[src/mport_cfg_pkg.sv]
package mport_cfg_pkg;

  // Memory geometry
  localparam int WIDTH      = 16;
  localparam int BITADDR    = 6;
  localparam int NUMVBNK    = 4;
  localparam int BITVBNK    = 2;
  localparam int NUMVROW    = 16;
  localparam int BITVROW    = 4;

  // Port counts
  localparam int NUMRDPT    = 2;
  localparam int NUMWRPT    = 2;

  // Write queue
  localparam int QDEPTH     = 8;
  localparam int BITQPTR    = 3;
  localparam int BITQCNT    = 4;
  localparam int BPMAX      = QDEPTH - NUMWRPT;  // Highest threshold that still fits a pair

  localparam int NUMINIT    = NUMVROW;           // One clear cycle per row
  localparam int SRAM_DELAY = 1;

endpackage

[src/mport_types_pkg.sv]
package mport_types_pkg;

  import mport_cfg_pkg::*;

  // Low bits pick the bank, the rest is the row inside it
  typedef struct packed {
    logic [BITVROW-1:0] row;
    logic [BITVBNK-1:0] bank;
  } addr_fields_t;

  typedef union packed {
    logic [BITADDR-1:0] flat;
    addr_fields_t       fields;
  } mem_addr_u;

  // One queued write
  typedef struct packed {
    mem_addr_u        addr;
    logic [WIDTH-1:0] data;
  } wr_entry_t;

endpackage

[src/mport_bank_if.sv]
interface mport_bank_if
  import mport_cfg_pkg::*;
();

  // Write side, one lane per bank
  logic [NUMVBNK-1:0] wr_en;
  logic [BITVROW-1:0] wr_row  [NUMVBNK];
  logic [WIDTH-1:0]   wr_data [NUMVBNK];

  // Read side, one lane per read port
  logic [NUMRDPT-1:0] rd_en;
  logic [BITVBNK-1:0] rd_bank [NUMRDPT];
  logic [BITVROW-1:0] rd_row  [NUMRDPT];
  logic [WIDTH-1:0]   rd_data [NUMRDPT];

  modport writer (output wr_en, output wr_row, output wr_data);

  modport reader (output rd_en, output rd_bank, output rd_row, input rd_data);

  modport array (
    input  wr_en, wr_row, wr_data,
    input  rd_en, rd_bank, rd_row,
    output rd_data
  );

endinterface

[src/mport_write_queue.sv]
module mport_write_queue
  import mport_cfg_pkg::*, mport_types_pkg::*;
(
  input  logic                     clk,
  input  logic                     rst_n,
  input  logic [NUMWRPT-1:0]       push,
  input  wr_entry_t                push_entry [NUMWRPT],
  input  logic [1:0]               pop_cnt,
  output wr_entry_t                head0,
  output wr_entry_t                head1,
  output logic [BITQCNT-1:0]       count,
  input  mem_addr_u                rd_lookup_adr [NUMRDPT],
  output logic [NUMRDPT-1:0]       fwd_hit,
  output logic [NUMRDPT*WIDTH-1:0] fwd_data
);

  wr_entry_t          mem [QDEPTH];
  logic [BITQPTR-1:0] wptr;
  logic [BITQPTR-1:0] rptr;
  logic [BITQPTR-1:0] rptr1;
  logic [BITQPTR-1:0] slot1;

  // Port 1 lands behind port 0 when both push
  assign slot1 = wptr + BITQPTR'(push[0]);
  assign rptr1 = rptr + 1'b1;

  always_ff @(posedge clk) begin
    if (push[0]) begin
      mem[wptr] <= push_entry[0];
    end
    if (push[1]) begin
      mem[slot1] <= push_entry[1];
    end
  end

  always_ff @(posedge clk) begin
    if (!rst_n) begin
      wptr  <= '0;
      rptr  <= '0;
      count <= '0;
    end else begin
      wptr  <= wptr + BITQPTR'(push[0]) + BITQPTR'(push[1]);
      rptr  <= rptr + BITQPTR'(pop_cnt);
      count <= count + BITQCNT'(push[0]) + BITQCNT'(push[1]) - BITQCNT'(pop_cnt);
    end
  end

  assign head0 = mem[rptr];
  assign head1 = mem[rptr1];  // Only meaningful with two or more entries

  // Scan oldest to youngest, so the last hit is the youngest write
  always_comb begin
    logic [BITQPTR-1:0] idx;
    idx      = '0;
    fwd_hit  = '0;
    fwd_data = '0;
    for (int r = 0; r < NUMRDPT; r++) begin
      for (int i = 0; i < QDEPTH; i++) begin
        idx = rptr + BITQPTR'(i);
        if ((BITQCNT'(i) < count) &&
            (mem[idx].addr.flat == rd_lookup_adr[r].flat)) begin
          fwd_hit[r]                 = 1'b1;
          fwd_data[r*WIDTH +: WIDTH] = mem[idx].data;
        end
      end
    end
  end

endmodule

[src/mport_ctrl.sv]
module mport_ctrl
  import mport_cfg_pkg::*, mport_types_pkg::*;
(
  input  logic                       clk,
  input  logic                       rst_n,
  input  logic [NUMWRPT-1:0]         write,
  input  logic [NUMWRPT*BITADDR-1:0] wr_adr,
  input  logic [NUMWRPT*WIDTH-1:0]   din,
  input  logic [3:0]                 bp_thr,
  output logic                       ready,
  output logic                       wr_bp,
  output logic [NUMWRPT-1:0]         push,
  output wr_entry_t                  push_entry [NUMWRPT],
  output logic [1:0]                 pop_cnt,
  input  wr_entry_t                  head0,
  input  wr_entry_t                  head1,
  input  logic [BITQCNT-1:0]         count,
  mport_bank_if.writer               bank
);

  logic               init_on;
  logic [BITVROW-1:0] init_row;
  logic [3:0]         thr;
  logic               pop0;
  logic               pop1;

  // Init sweep starts the cycle after reset is released
  always_ff @(posedge clk) begin
    if (!rst_n) begin
      init_on  <= 1'b0;
      init_row <= '0;
      ready    <= 1'b0;
    end else if (init_on) begin
      init_row <= init_row + 1'b1;
      if (init_row == BITVROW'(NUMINIT - 1)) begin
        init_on <= 1'b0;
        ready   <= 1'b1;
      end
    end else if (!ready) begin
      init_on <= 1'b1;
    end
  end

  // Thresholds above the pair limit are clamped
  assign thr   = (bp_thr > 4'(BPMAX)) ? 4'(BPMAX) : bp_thr;
  assign wr_bp = !ready || (count >= thr);

  for (genvar p = 0; p < NUMWRPT; p++) begin : g_push
    assign push[p]       = write[p] && ready && !wr_bp;
    assign push_entry[p] = '{addr: wr_adr[p*BITADDR +: BITADDR],
                             data: din[p*WIDTH +: WIDTH]};
  end

  // Second head only goes along when it hits another bank
  always_comb begin
    pop0 = ready && (count != '0);
    pop1 = pop0 && (count > BITQCNT'(1)) &&
           (head1.addr.fields.bank != head0.addr.fields.bank);
  end

  assign pop_cnt = {1'b0, pop0} + {1'b0, pop1};

  always_comb begin
    for (int b = 0; b < NUMVBNK; b++) begin
      bank.wr_en[b]   = 1'b0;
      bank.wr_row[b]  = init_row;
      bank.wr_data[b] = '0;
      if (init_on) begin
        bank.wr_en[b] = 1'b1;                     // Clear this row everywhere
      end else if (pop0 && (head0.addr.fields.bank == BITVBNK'(b))) begin
        bank.wr_en[b]   = 1'b1;
        bank.wr_row[b]  = head0.addr.fields.row;
        bank.wr_data[b] = head0.data;
      end else if (pop1 && (head1.addr.fields.bank == BITVBNK'(b))) begin
        bank.wr_en[b]   = 1'b1;
        bank.wr_row[b]  = head1.addr.fields.row;
        bank.wr_data[b] = head1.data;
      end
    end
  end

endmodule

[src/mport_bank_array.sv]
module mport_bank_array
  import mport_cfg_pkg::*;
(
  input logic         clk,
  mport_bank_if.array bank
);

  // One copy per read port inside every bank
  logic [WIDTH-1:0] mem     [NUMVBNK][NUMRDPT][NUMVROW];
  logic [WIDTH-1:0] rd_pipe [NUMRDPT][SRAM_DELAY];

  // A write goes to every copy of its bank
  always_ff @(posedge clk) begin
    for (int b = 0; b < NUMVBNK; b++) begin
      if (bank.wr_en[b]) begin
        for (int r = 0; r < NUMRDPT; r++) begin
          mem[b][r][bank.wr_row[b]] <= bank.wr_data[b];
        end
      end
    end
  end

  // Read port r only ever touches copy r, so ports never collide
  always_ff @(posedge clk) begin
    for (int r = 0; r < NUMRDPT; r++) begin
      if (bank.rd_en[r]) begin
        rd_pipe[r][0] <= mem[bank.rd_bank[r]][r][bank.rd_row[r]];
      end
      for (int s = 1; s < SRAM_DELAY; s++) begin
        rd_pipe[r][s] <= rd_pipe[r][s-1];
      end
    end
  end

  for (genvar r = 0; r < NUMRDPT; r++) begin : g_rd
    assign bank.rd_data[r] = rd_pipe[r][SRAM_DELAY-1];
  end

endmodule

[src/mport_read_path.sv]
module mport_read_path
  import mport_cfg_pkg::*, mport_types_pkg::*;
(
  input  logic                       clk,
  input  logic                       rst_n,
  input  logic                       ready,
  input  logic [NUMRDPT-1:0]         read,
  input  logic [NUMRDPT*BITADDR-1:0] rd_adr,
  output mem_addr_u                  rd_lookup_adr [NUMRDPT],
  input  logic [NUMRDPT-1:0]         fwd_hit,
  input  logic [NUMRDPT*WIDTH-1:0]   fwd_data,
  mport_bank_if.reader               bank,
  output logic [NUMRDPT-1:0]         rd_vld,
  output logic [NUMRDPT*WIDTH-1:0]   rd_dout
);

  logic [NUMRDPT-1:0]       hit_q;
  logic [NUMRDPT*WIDTH-1:0] fwd_q;

  for (genvar r = 0; r < NUMRDPT; r++) begin : g_port
    assign rd_lookup_adr[r].flat = rd_adr[r*BITADDR +: BITADDR];

    // Bank and row straight from the address fields
    assign bank.rd_en[r]   = read[r] && ready;
    assign bank.rd_bank[r] = rd_lookup_adr[r].fields.bank;
    assign bank.rd_row[r]  = rd_lookup_adr[r].fields.row;

    // Queued data is newer than anything in the banks
    assign rd_dout[r*WIDTH +: WIDTH] = hit_q[r] ? fwd_q[r*WIDTH +: WIDTH] : bank.rd_data[r];
  end

  always_ff @(posedge clk) begin
    if (!rst_n) begin
      rd_vld <= '0;
    end else begin
      rd_vld <= read & {NUMRDPT{ready}};
    end
  end

  // Lines up with the bank read latency
  always_ff @(posedge clk) begin
    hit_q <= fwd_hit;
    fwd_q <= fwd_data;
  end

endmodule

[src/mport_top.sv]
module mport_top
  import mport_cfg_pkg::*, mport_types_pkg::*;
(
  input  logic                       clk,
  input  logic                       rst_n,
  output logic                       ready,
  input  logic [NUMWRPT-1:0]         write,
  input  logic [NUMWRPT*BITADDR-1:0] wr_adr,
  input  logic [NUMWRPT*WIDTH-1:0]   din,
  input  logic [3:0]                 bp_thr,
  output logic                       wr_bp,
  input  logic [NUMRDPT-1:0]         read,
  input  logic [NUMRDPT*BITADDR-1:0] rd_adr,
  output logic [NUMRDPT-1:0]         rd_vld,
  output logic [NUMRDPT*WIDTH-1:0]   rd_dout
);

  logic [NUMWRPT-1:0]       push;
  wr_entry_t                push_entry [NUMWRPT];
  logic [1:0]               pop_cnt;
  wr_entry_t                head0;
  wr_entry_t                head1;
  logic [BITQCNT-1:0]       count;
  mem_addr_u                rd_lookup_adr [NUMRDPT];
  logic [NUMRDPT-1:0]       fwd_hit;
  logic [NUMRDPT*WIDTH-1:0] fwd_data;

  mport_bank_if bank_if ();

  mport_ctrl u_ctrl (
    .clk(clk), .rst_n(rst_n),
    .write(write), .wr_adr(wr_adr), .din(din), .bp_thr(bp_thr),
    .ready(ready), .wr_bp(wr_bp),
    .push(push), .push_entry(push_entry), .pop_cnt(pop_cnt),
    .head0(head0), .head1(head1), .count(count),
    .bank(bank_if.writer)
  );

  mport_write_queue u_queue (
    .clk(clk), .rst_n(rst_n),
    .push(push), .push_entry(push_entry), .pop_cnt(pop_cnt),
    .head0(head0), .head1(head1), .count(count),
    .rd_lookup_adr(rd_lookup_adr), .fwd_hit(fwd_hit), .fwd_data(fwd_data)
  );

  mport_bank_array u_banks (
    .clk(clk),
    .bank(bank_if.array)
  );

  mport_read_path u_read (
    .clk(clk), .rst_n(rst_n), .ready(ready),
    .read(read), .rd_adr(rd_adr),
    .rd_lookup_adr(rd_lookup_adr), .fwd_hit(fwd_hit), .fwd_data(fwd_data),
    .bank(bank_if.reader),
    .rd_vld(rd_vld), .rd_dout(rd_dout)
  );

endmodule

[config.mk]
export PLATFORM = sky130hd
export DESIGN_NAME = mport_top
export DESIGN_NICKNAME = d
export VERILOG_FILES = /design/src/mport_cfg_pkg.sv /design/src/mport_types_pkg.sv /design/src/mport_bank_if.sv /design/src/mport_write_queue.sv /design/src/mport_ctrl.sv /design/src/mport_bank_array.sv /design/src/mport_read_path.sv /design/src/mport_top.sv
export SDC_FILE = /design/constraint.sdc
export NUM_CORES = 2
export LEC_CHECK = 0
export ABC_CLOCK_PERIOD_IN_PS = 7400
export BUFFER_PORTS_ARGS = -buffer_cell sky130_fd_sc_hd__buf_2
export CAP_MARGIN = 0
export CELL_PAD_IN_SITES_DETAIL_PLACEMENT = 0
export CELL_PAD_IN_SITES_GLOBAL_PLACEMENT = 1
export CORE_MARGIN = 3
export CORE_UTILIZATION = 56
export CTS_CLUSTER_SIZE = 30
export DETAILED_ROUTE_END_ITERATION = 12
export MAX_ROUTING_LAYER = met4
export PLACE_DENSITY = 0.85
export SYNTH_ARGS = -nofsm -noshare
export SYNTH_HDL_FRONTEND = slang
export SYNTH_SLANG_ARGS = --single-unit
[constraint.sdc]
create_clock -name clk -period 7.4 [get_ports clk]
set_input_delay 1.48 -clock clk [delete_from_list [all_inputs] [get_ports clk]]
set_output_delay 1.48 -clock clk [all_outputs]
set_load 0.01 [all_outputs]
## Word-level counts from Yosys, hierarchy flattened

Memory sizes are Yosys's and may differ from the RTL's. A register that Yosys moved wholly into a read port is not among the register bits.
Cells that the tools add are included.

- $add $sub $neg: 15
- Magnitude comparators: 21
- Equality and inequality tests: 24
- Multiplexer cells: 91
- Bitwise gates (word level): 7
- Reductions and logical operators: 46

Operators by type and width:

| cell | number |
|---|---|
| $mux 256 | 4 |
| $mux 16 | 38 |
| $demux 16 s4 | 4 |
| $bmux 16 s4 | 2 |
| $eq 6x6->1 | 16 |
| $mux 4 | 13 |
| $logic_and 1x1->1 | 37 |
| $ge 5x5->1 const B | 6 |
| $not 4->5 | 6 |
| $mux 1 | 29 |
| $lt 5x1->1 const B | 4 |
| $lt 3x4->1 const A | 4 |
| $reduce_or 7->1 | 2 |
| $add 3x3->3 const B | 4 |
| $add 4x1->4 | 2 |
| $eq 2x2->1 const B | 4 |
| $lt 1x4->1 const A | 2 |
| $lt 2x4->1 const A | 2 |
| $add 3x1->3 | 2 |
| $add 3x2->3 const B | 2 |
| $add 4x1->4 const B | 1 |
| $eq 2x1->1 const B | 2 |
| $eq 4x4->1 const B | 1 |
| $ge 4x4->1 | 1 |
| 14 further kinds | 16 |

- Bits in registers: 52
- RAM bits: 2,256
- Input bits: 66
- Output and inout bits: 36
- Word-level logic and storage cells: 217
- Memories: 3

Memory list:

| memory | words | bits a word | rd ports | clocked after memory_dff | wr ports | line | source |
|---|---|---|---|---|---|---|---|
| u_banks.mem | 4 | 512 | 2 | 0 | 4 | mport_bank_array.sv:9 | `logic [WIDTH-1:0] mem [NUMVBNK][NUMRDPT][NUMVROW];` |
| u_queue.mem | 8 | 22 | 8 | 1 | 2 | mport_write_queue.sv:17 | `wr_entry_t mem [QDEPTH];` |
| u_banks.rd_pipe | 2 | 16 | 2 | 0 | 2 | mport_bank_array.sv:10 | `logic [WIDTH-1:0] rd_pipe [NUMRDPT][SRAM_DELAY];` |

## Depth between registers and ports, before layout

- Word-level depth: 14
- Mapped depth: 23
- Mapped depth without buffers: 16

## By module

From an unflattened synthesis, not the netlist that was laid out.

- Cells, all modules: 4,794
- Area total of the unflattened synthesis: 72,044.1 um2

By module, submodules not included:

| module | instances | cells an instance | area each (um2) | seq. area each (um2) |
|---|---|---|---|---|
| mport_bank_array | 1 | 2,474 | 48,691.7 | 31,710.4 |
| mport_write_queue | 1 | 1,909 | 19,791.5 | 5,485.3 |
| mport_ctrl | 1 | 311 | 2,137.0 | 120.1 |
| mport_read_path | 1 | 100 | 1,423.9 | 720.7 |

## Worst setup path before layout

No wires, ideal clock.

- Path type: reg-to-reg
- From: register u_queue.rptr[1]
- To: memory u_banks.mem[2][239] (netlist name), enable pin
- Library setup time: 388 ps
- Data arrival time: 4,991 ps
- Required time: 7,012 ps
- Path slack: 2,020 ps
- Stages on the path, launching flop included: 20
- Buffers on the path: 9
- Clock period less this slack: 5,380 ps
- Cell sequence: dfxtp_1 -> buf_4 -> buf_4 -> buf_4 -> buf_4 -> buf_2 -> clkbuf_1 -> inv_1 -> ha_1 -> buf_4 -> buf_2 -> mux2i_1 -> mux2i_1 -> o22a_4 -> nor4_2 -> clkbuf_1 -> a22oi_1 -> o22ai_1 -> nand2_1 -> nor2_1

RTL lines:

| element | line | source |
|---|---|---|
| start, declared | mport_write_queue.sv:19 | `logic [BITQPTR-1:0] rptr;` |
| start signal, assigned | mport_write_queue.sv:43 | `rptr <= rptr + BITQPTR'(pop_cnt);` |
| end, declared | mport_bank_array.sv:9 |  |

==> summary.txt <==
Drt
  • Initial DRC count: 8,516
  • Drt drc: 0
  • DR WL/cell: 42.0 µm
  • Vias post-DR: 46,500
  • DRT antenna net count: 0
  • Total wire length: 246,000 µm
  • Vias per cell: 7.94
  • First-pass iteration count of the detailed router: 12

Clocking
  • Worst skew pair latency: 0.79 ns
  • Setup Fix Bufs, Post-CTS: 0
  • Reg clk slew, reported paths: 0.06 ns
  • CTS buffer count: 134
  • CTS tree: built
  • CTS resizes: 0
  • Clock sink count: 1,284
  • H-tree Lvls: 4
  • Longest Clk Path Bufs: 3
  • Root Driver: clkbuf_16
  • # hold bufs at CTS: 0

Final layout
  • Design Area, Final: 0.0780 mm²
  • Share of post-route cells with drive strength above 1: 40.8%
  • Final Non-Filler Cells: 5,858
  • Seq. cell area: 0.0381 mm²
  • Nets: 4,197
  • Area of the multi-input gates: 0.0313 mm²
  • Layout overhead on the synthesized area: 11.0%
  • Fill count: 8,349

Flow run
  • MaxCap Viol Count: 1

Status
  • Failing checks: max-capacitance violations, max-slew violations
  • Status: complete, but fails checks

Placed design
  • Post-placement cell count: 5,609
  • Count of input and output buffers: 101
  • Area after DPL: 0.0735 mm²
  • Post-DP HPWL: 151,000 µm
  • Gpl congestion: 0.967

Logic synthesis
  • Seq/Total Area, Yosys: 54.1%
  • Count of flip-flops with a built-in enable after synthesis: 1,232
  • Synth async-reset ratio: 0%
  • Multiplexer share of the synthesized area: 33.5%
  • Cells after Synth: 4,037
  • Most frequent cell after synthesis: edfxtp_1
  • #FFs+latches synth: 1,284
  • Ys flop type: edfxtp_1
  • Syn avg cell area: 17.4 µm²
  • Area leader, netlist: edfxtp_1
  • Synth unique cells: 93
  • Ys Warns: 0
  • Share of Yosys cell area claimed by the top area cell type: 52.6%
  • XOR/XNOR Fraction of Synth Area: 1.51%
  • Syn_nets: 4,125
  • Largest family of logic cells by synthesized area: multiplexers
  • Synth Area in Simple Gates: 4.35%
  • Post-synthesis compound-gate area fraction: 3.77%
  • Synth top cells by count: edfxtp_1 (1,232), mux4_2 (855), mux2_2 (240)
  • Area contributors post-synth: edfxtp_1 (53%), mux4_2 (27%), mux2_2 (3.8%), mux2i_1 (1.9%), dfxtp_1 (1.5%)
  • Post-Syn Area: 0.0703 mm²
  • Adder-Cell Fraction of Synth Area: 0.424%

Timing
  • Worst slew margin: -1.87%
  • Fin crit share: 78.4%
  • Max Slew Vio Count: 17
  • Setup TNS: 0 ns
  • RSZ-0062 raised after global routing: false
  • Clock Skew: 0.0429 ns
  • Worst slew pin tran: 1.52 ns
  • Worst Hold Slack: 0.533 ns
  • Final setup violation count: 0
  • Min Tclk post-route: 5.80 ns
  • Max Freq: 172 MHz
  • Final hold violation count: 0

Setup path
  • Worst R2R Start: u_queue.rptr[0]
  • Worst Setup End Kind: register
  • Worst Setup Start Kind: register
  • CP Class: register to register
  • R2r worst-path depth: 12
  • Crit path DAT: 6.23 ns
  • Worst Path Required: 7.83 ns
  • Crit-path max FO: 57
  • Crit. Startpoint: u_queue.rptr[0]

GRT
  • Grt ovf: 0
  • Initial antenna violation count: 5
  • Vias in the first global route: 45,900
  • First-pass GRT wire length: 347,000 µm
  • Largest net degree at the start of global routing: 135
  • Global Route Usage Sum: 39.3%

Floorplan
  • Core ar.: 0.124 mm²
  • Die area: 0.130 mm²
  • Row count: 129
  • Initial Utilization: 56.6%
  • I/O pins: 102
  • DIE WIDTH: 360 µm
  • Die H: 360 µm

Power
  • Maximum VDD drop: 0.173 mV
  • Power per cell area: 205 mW/mm²
  • Leakage: 26.6 nW

Worst hold path
  • Worst min-delay path class: register to register
  • Hold depth: 1
  • Worst Min Path Start: u_ctrl.init_on
-- area by class of cell --
cell class / count / share of cell area [%]
tap: 1637 / 2.63
multi-input combinational: 2380 / 40.1
inverter: 35 / 0.168
sequential: 1284 / 48.8
timing repair buffer: 274 / 2.58
clock buffer: 166 / 4.56
clock inverter: 74 / 1.20
antenna: 8 / 0.0257
-- critical path, cell delays in order, from the launching register on --
cell and delay, ns:
dfxtp_4 0.59, inv_1 0.41, ha_4 0.91, mux4_2 0.63, mux2i_4 0.35, nand3_1 0.15
a21oi_2 0.12, buf_4 0.41, o21ba_2 0.24, o22ai_1 0.13, nand2b_1 0.43, nor2_4 0.58
buf_4 0.45
-- per-stage QoR --
step | worst slack (ns) | utilization (%) | power (mW)
after CTS | 1.78 | 62.8 | 16.0
final | 1.60 | 62.9 | 16.0
after global routing | 1.38 | 62.9 | 16.3
after floorplan | 2.02 | - | 8.75
after detailed placement | 1.58 | 59.2 | 9.10
after global placement | 1.73 | 59.2 | 9.08
-- sequential cells by signal, indices dropped and copies added, names as in the netlist --
signal,count
u_banks.mem,1024
u_banks.rd_pipe,32
u_ctrl.init_on,1
u_ctrl.init_row,4
u_ctrl.ready,1
u_queue.count,4
u_queue.mem,176
u_queue.rptr,3
u_queue.wptr,3
u_read.fwd_q,32
u_read.hit_q,2
u_read.rd_vld,2
-- cells in the final DEF (no fill, tap or decap), types with 14 or more instances in the layout --
master,Yosys,final
clkbuf_16,0,137
o21ai_0,29,27
ha_1,19,18
inv_1,35,35
clkinv_2,0,24
o211a_1,14,14
nor2_4,1,69
a21oi_1,53,52
clkbuf_1,163,27
buf_4,21,162
a31oi_1,21,21
nand4_1,15,15
o31ai_1,17,15
or3_1,17,17
and3_1,16,16
mux2i_1,132,132
o21ai_1,19,19
dfxtp_1,52,48
a22oi_1,94,94
o22ai_1,16,16
mux2_2,240,240
nand2b_1,21,21
xnor2_1,66,65
mux4_2,855,855
nor2_1,195,120
buf_2,44,93
nor3_1,26,25
bufinv_16,0,15
xor2_1,44,43
nand3_1,45,45
o221ai_1,25,25
edfxtp_1,1232,1232
and2_1,26,26
nand2_1,216,216
-- final timing paths --
path / endpoint / slack (ns)
setup / recovery: u_banks.mem[1][419] / 1.60
hold / removal: u_ctrl.init_on / 0.53
setup reg to reg: u_banks.mem[1][419] / 1.60
hold reg to reg: u_ctrl.init_on / 0.53
-- where the power goes --
part,internal (mW),switching (mW),total (mW)
clock,3.99,3.03,7.02
sequential,7.94,0.0373,7.98
combinational,0.426,0.579,1.01
total,12.4,3.64,16.0
-- routing by layer --
layer / share of wire (%) / track usage, %
met1: 32 / 48.2
met2: 45 / 56.4
met3: 16 / 14.6
met4: 7.2 / 22.8
met5: 0 / -
-- logic make-up after synthesis --
kind of cell,Yosys count
compound gates,364
xor+xnor,114
fa+ha+maj,22
buf+inv,373
flops,1284
mux,1239
other cells,1
simple gates,640
Power figures use the tool's default switching activity.
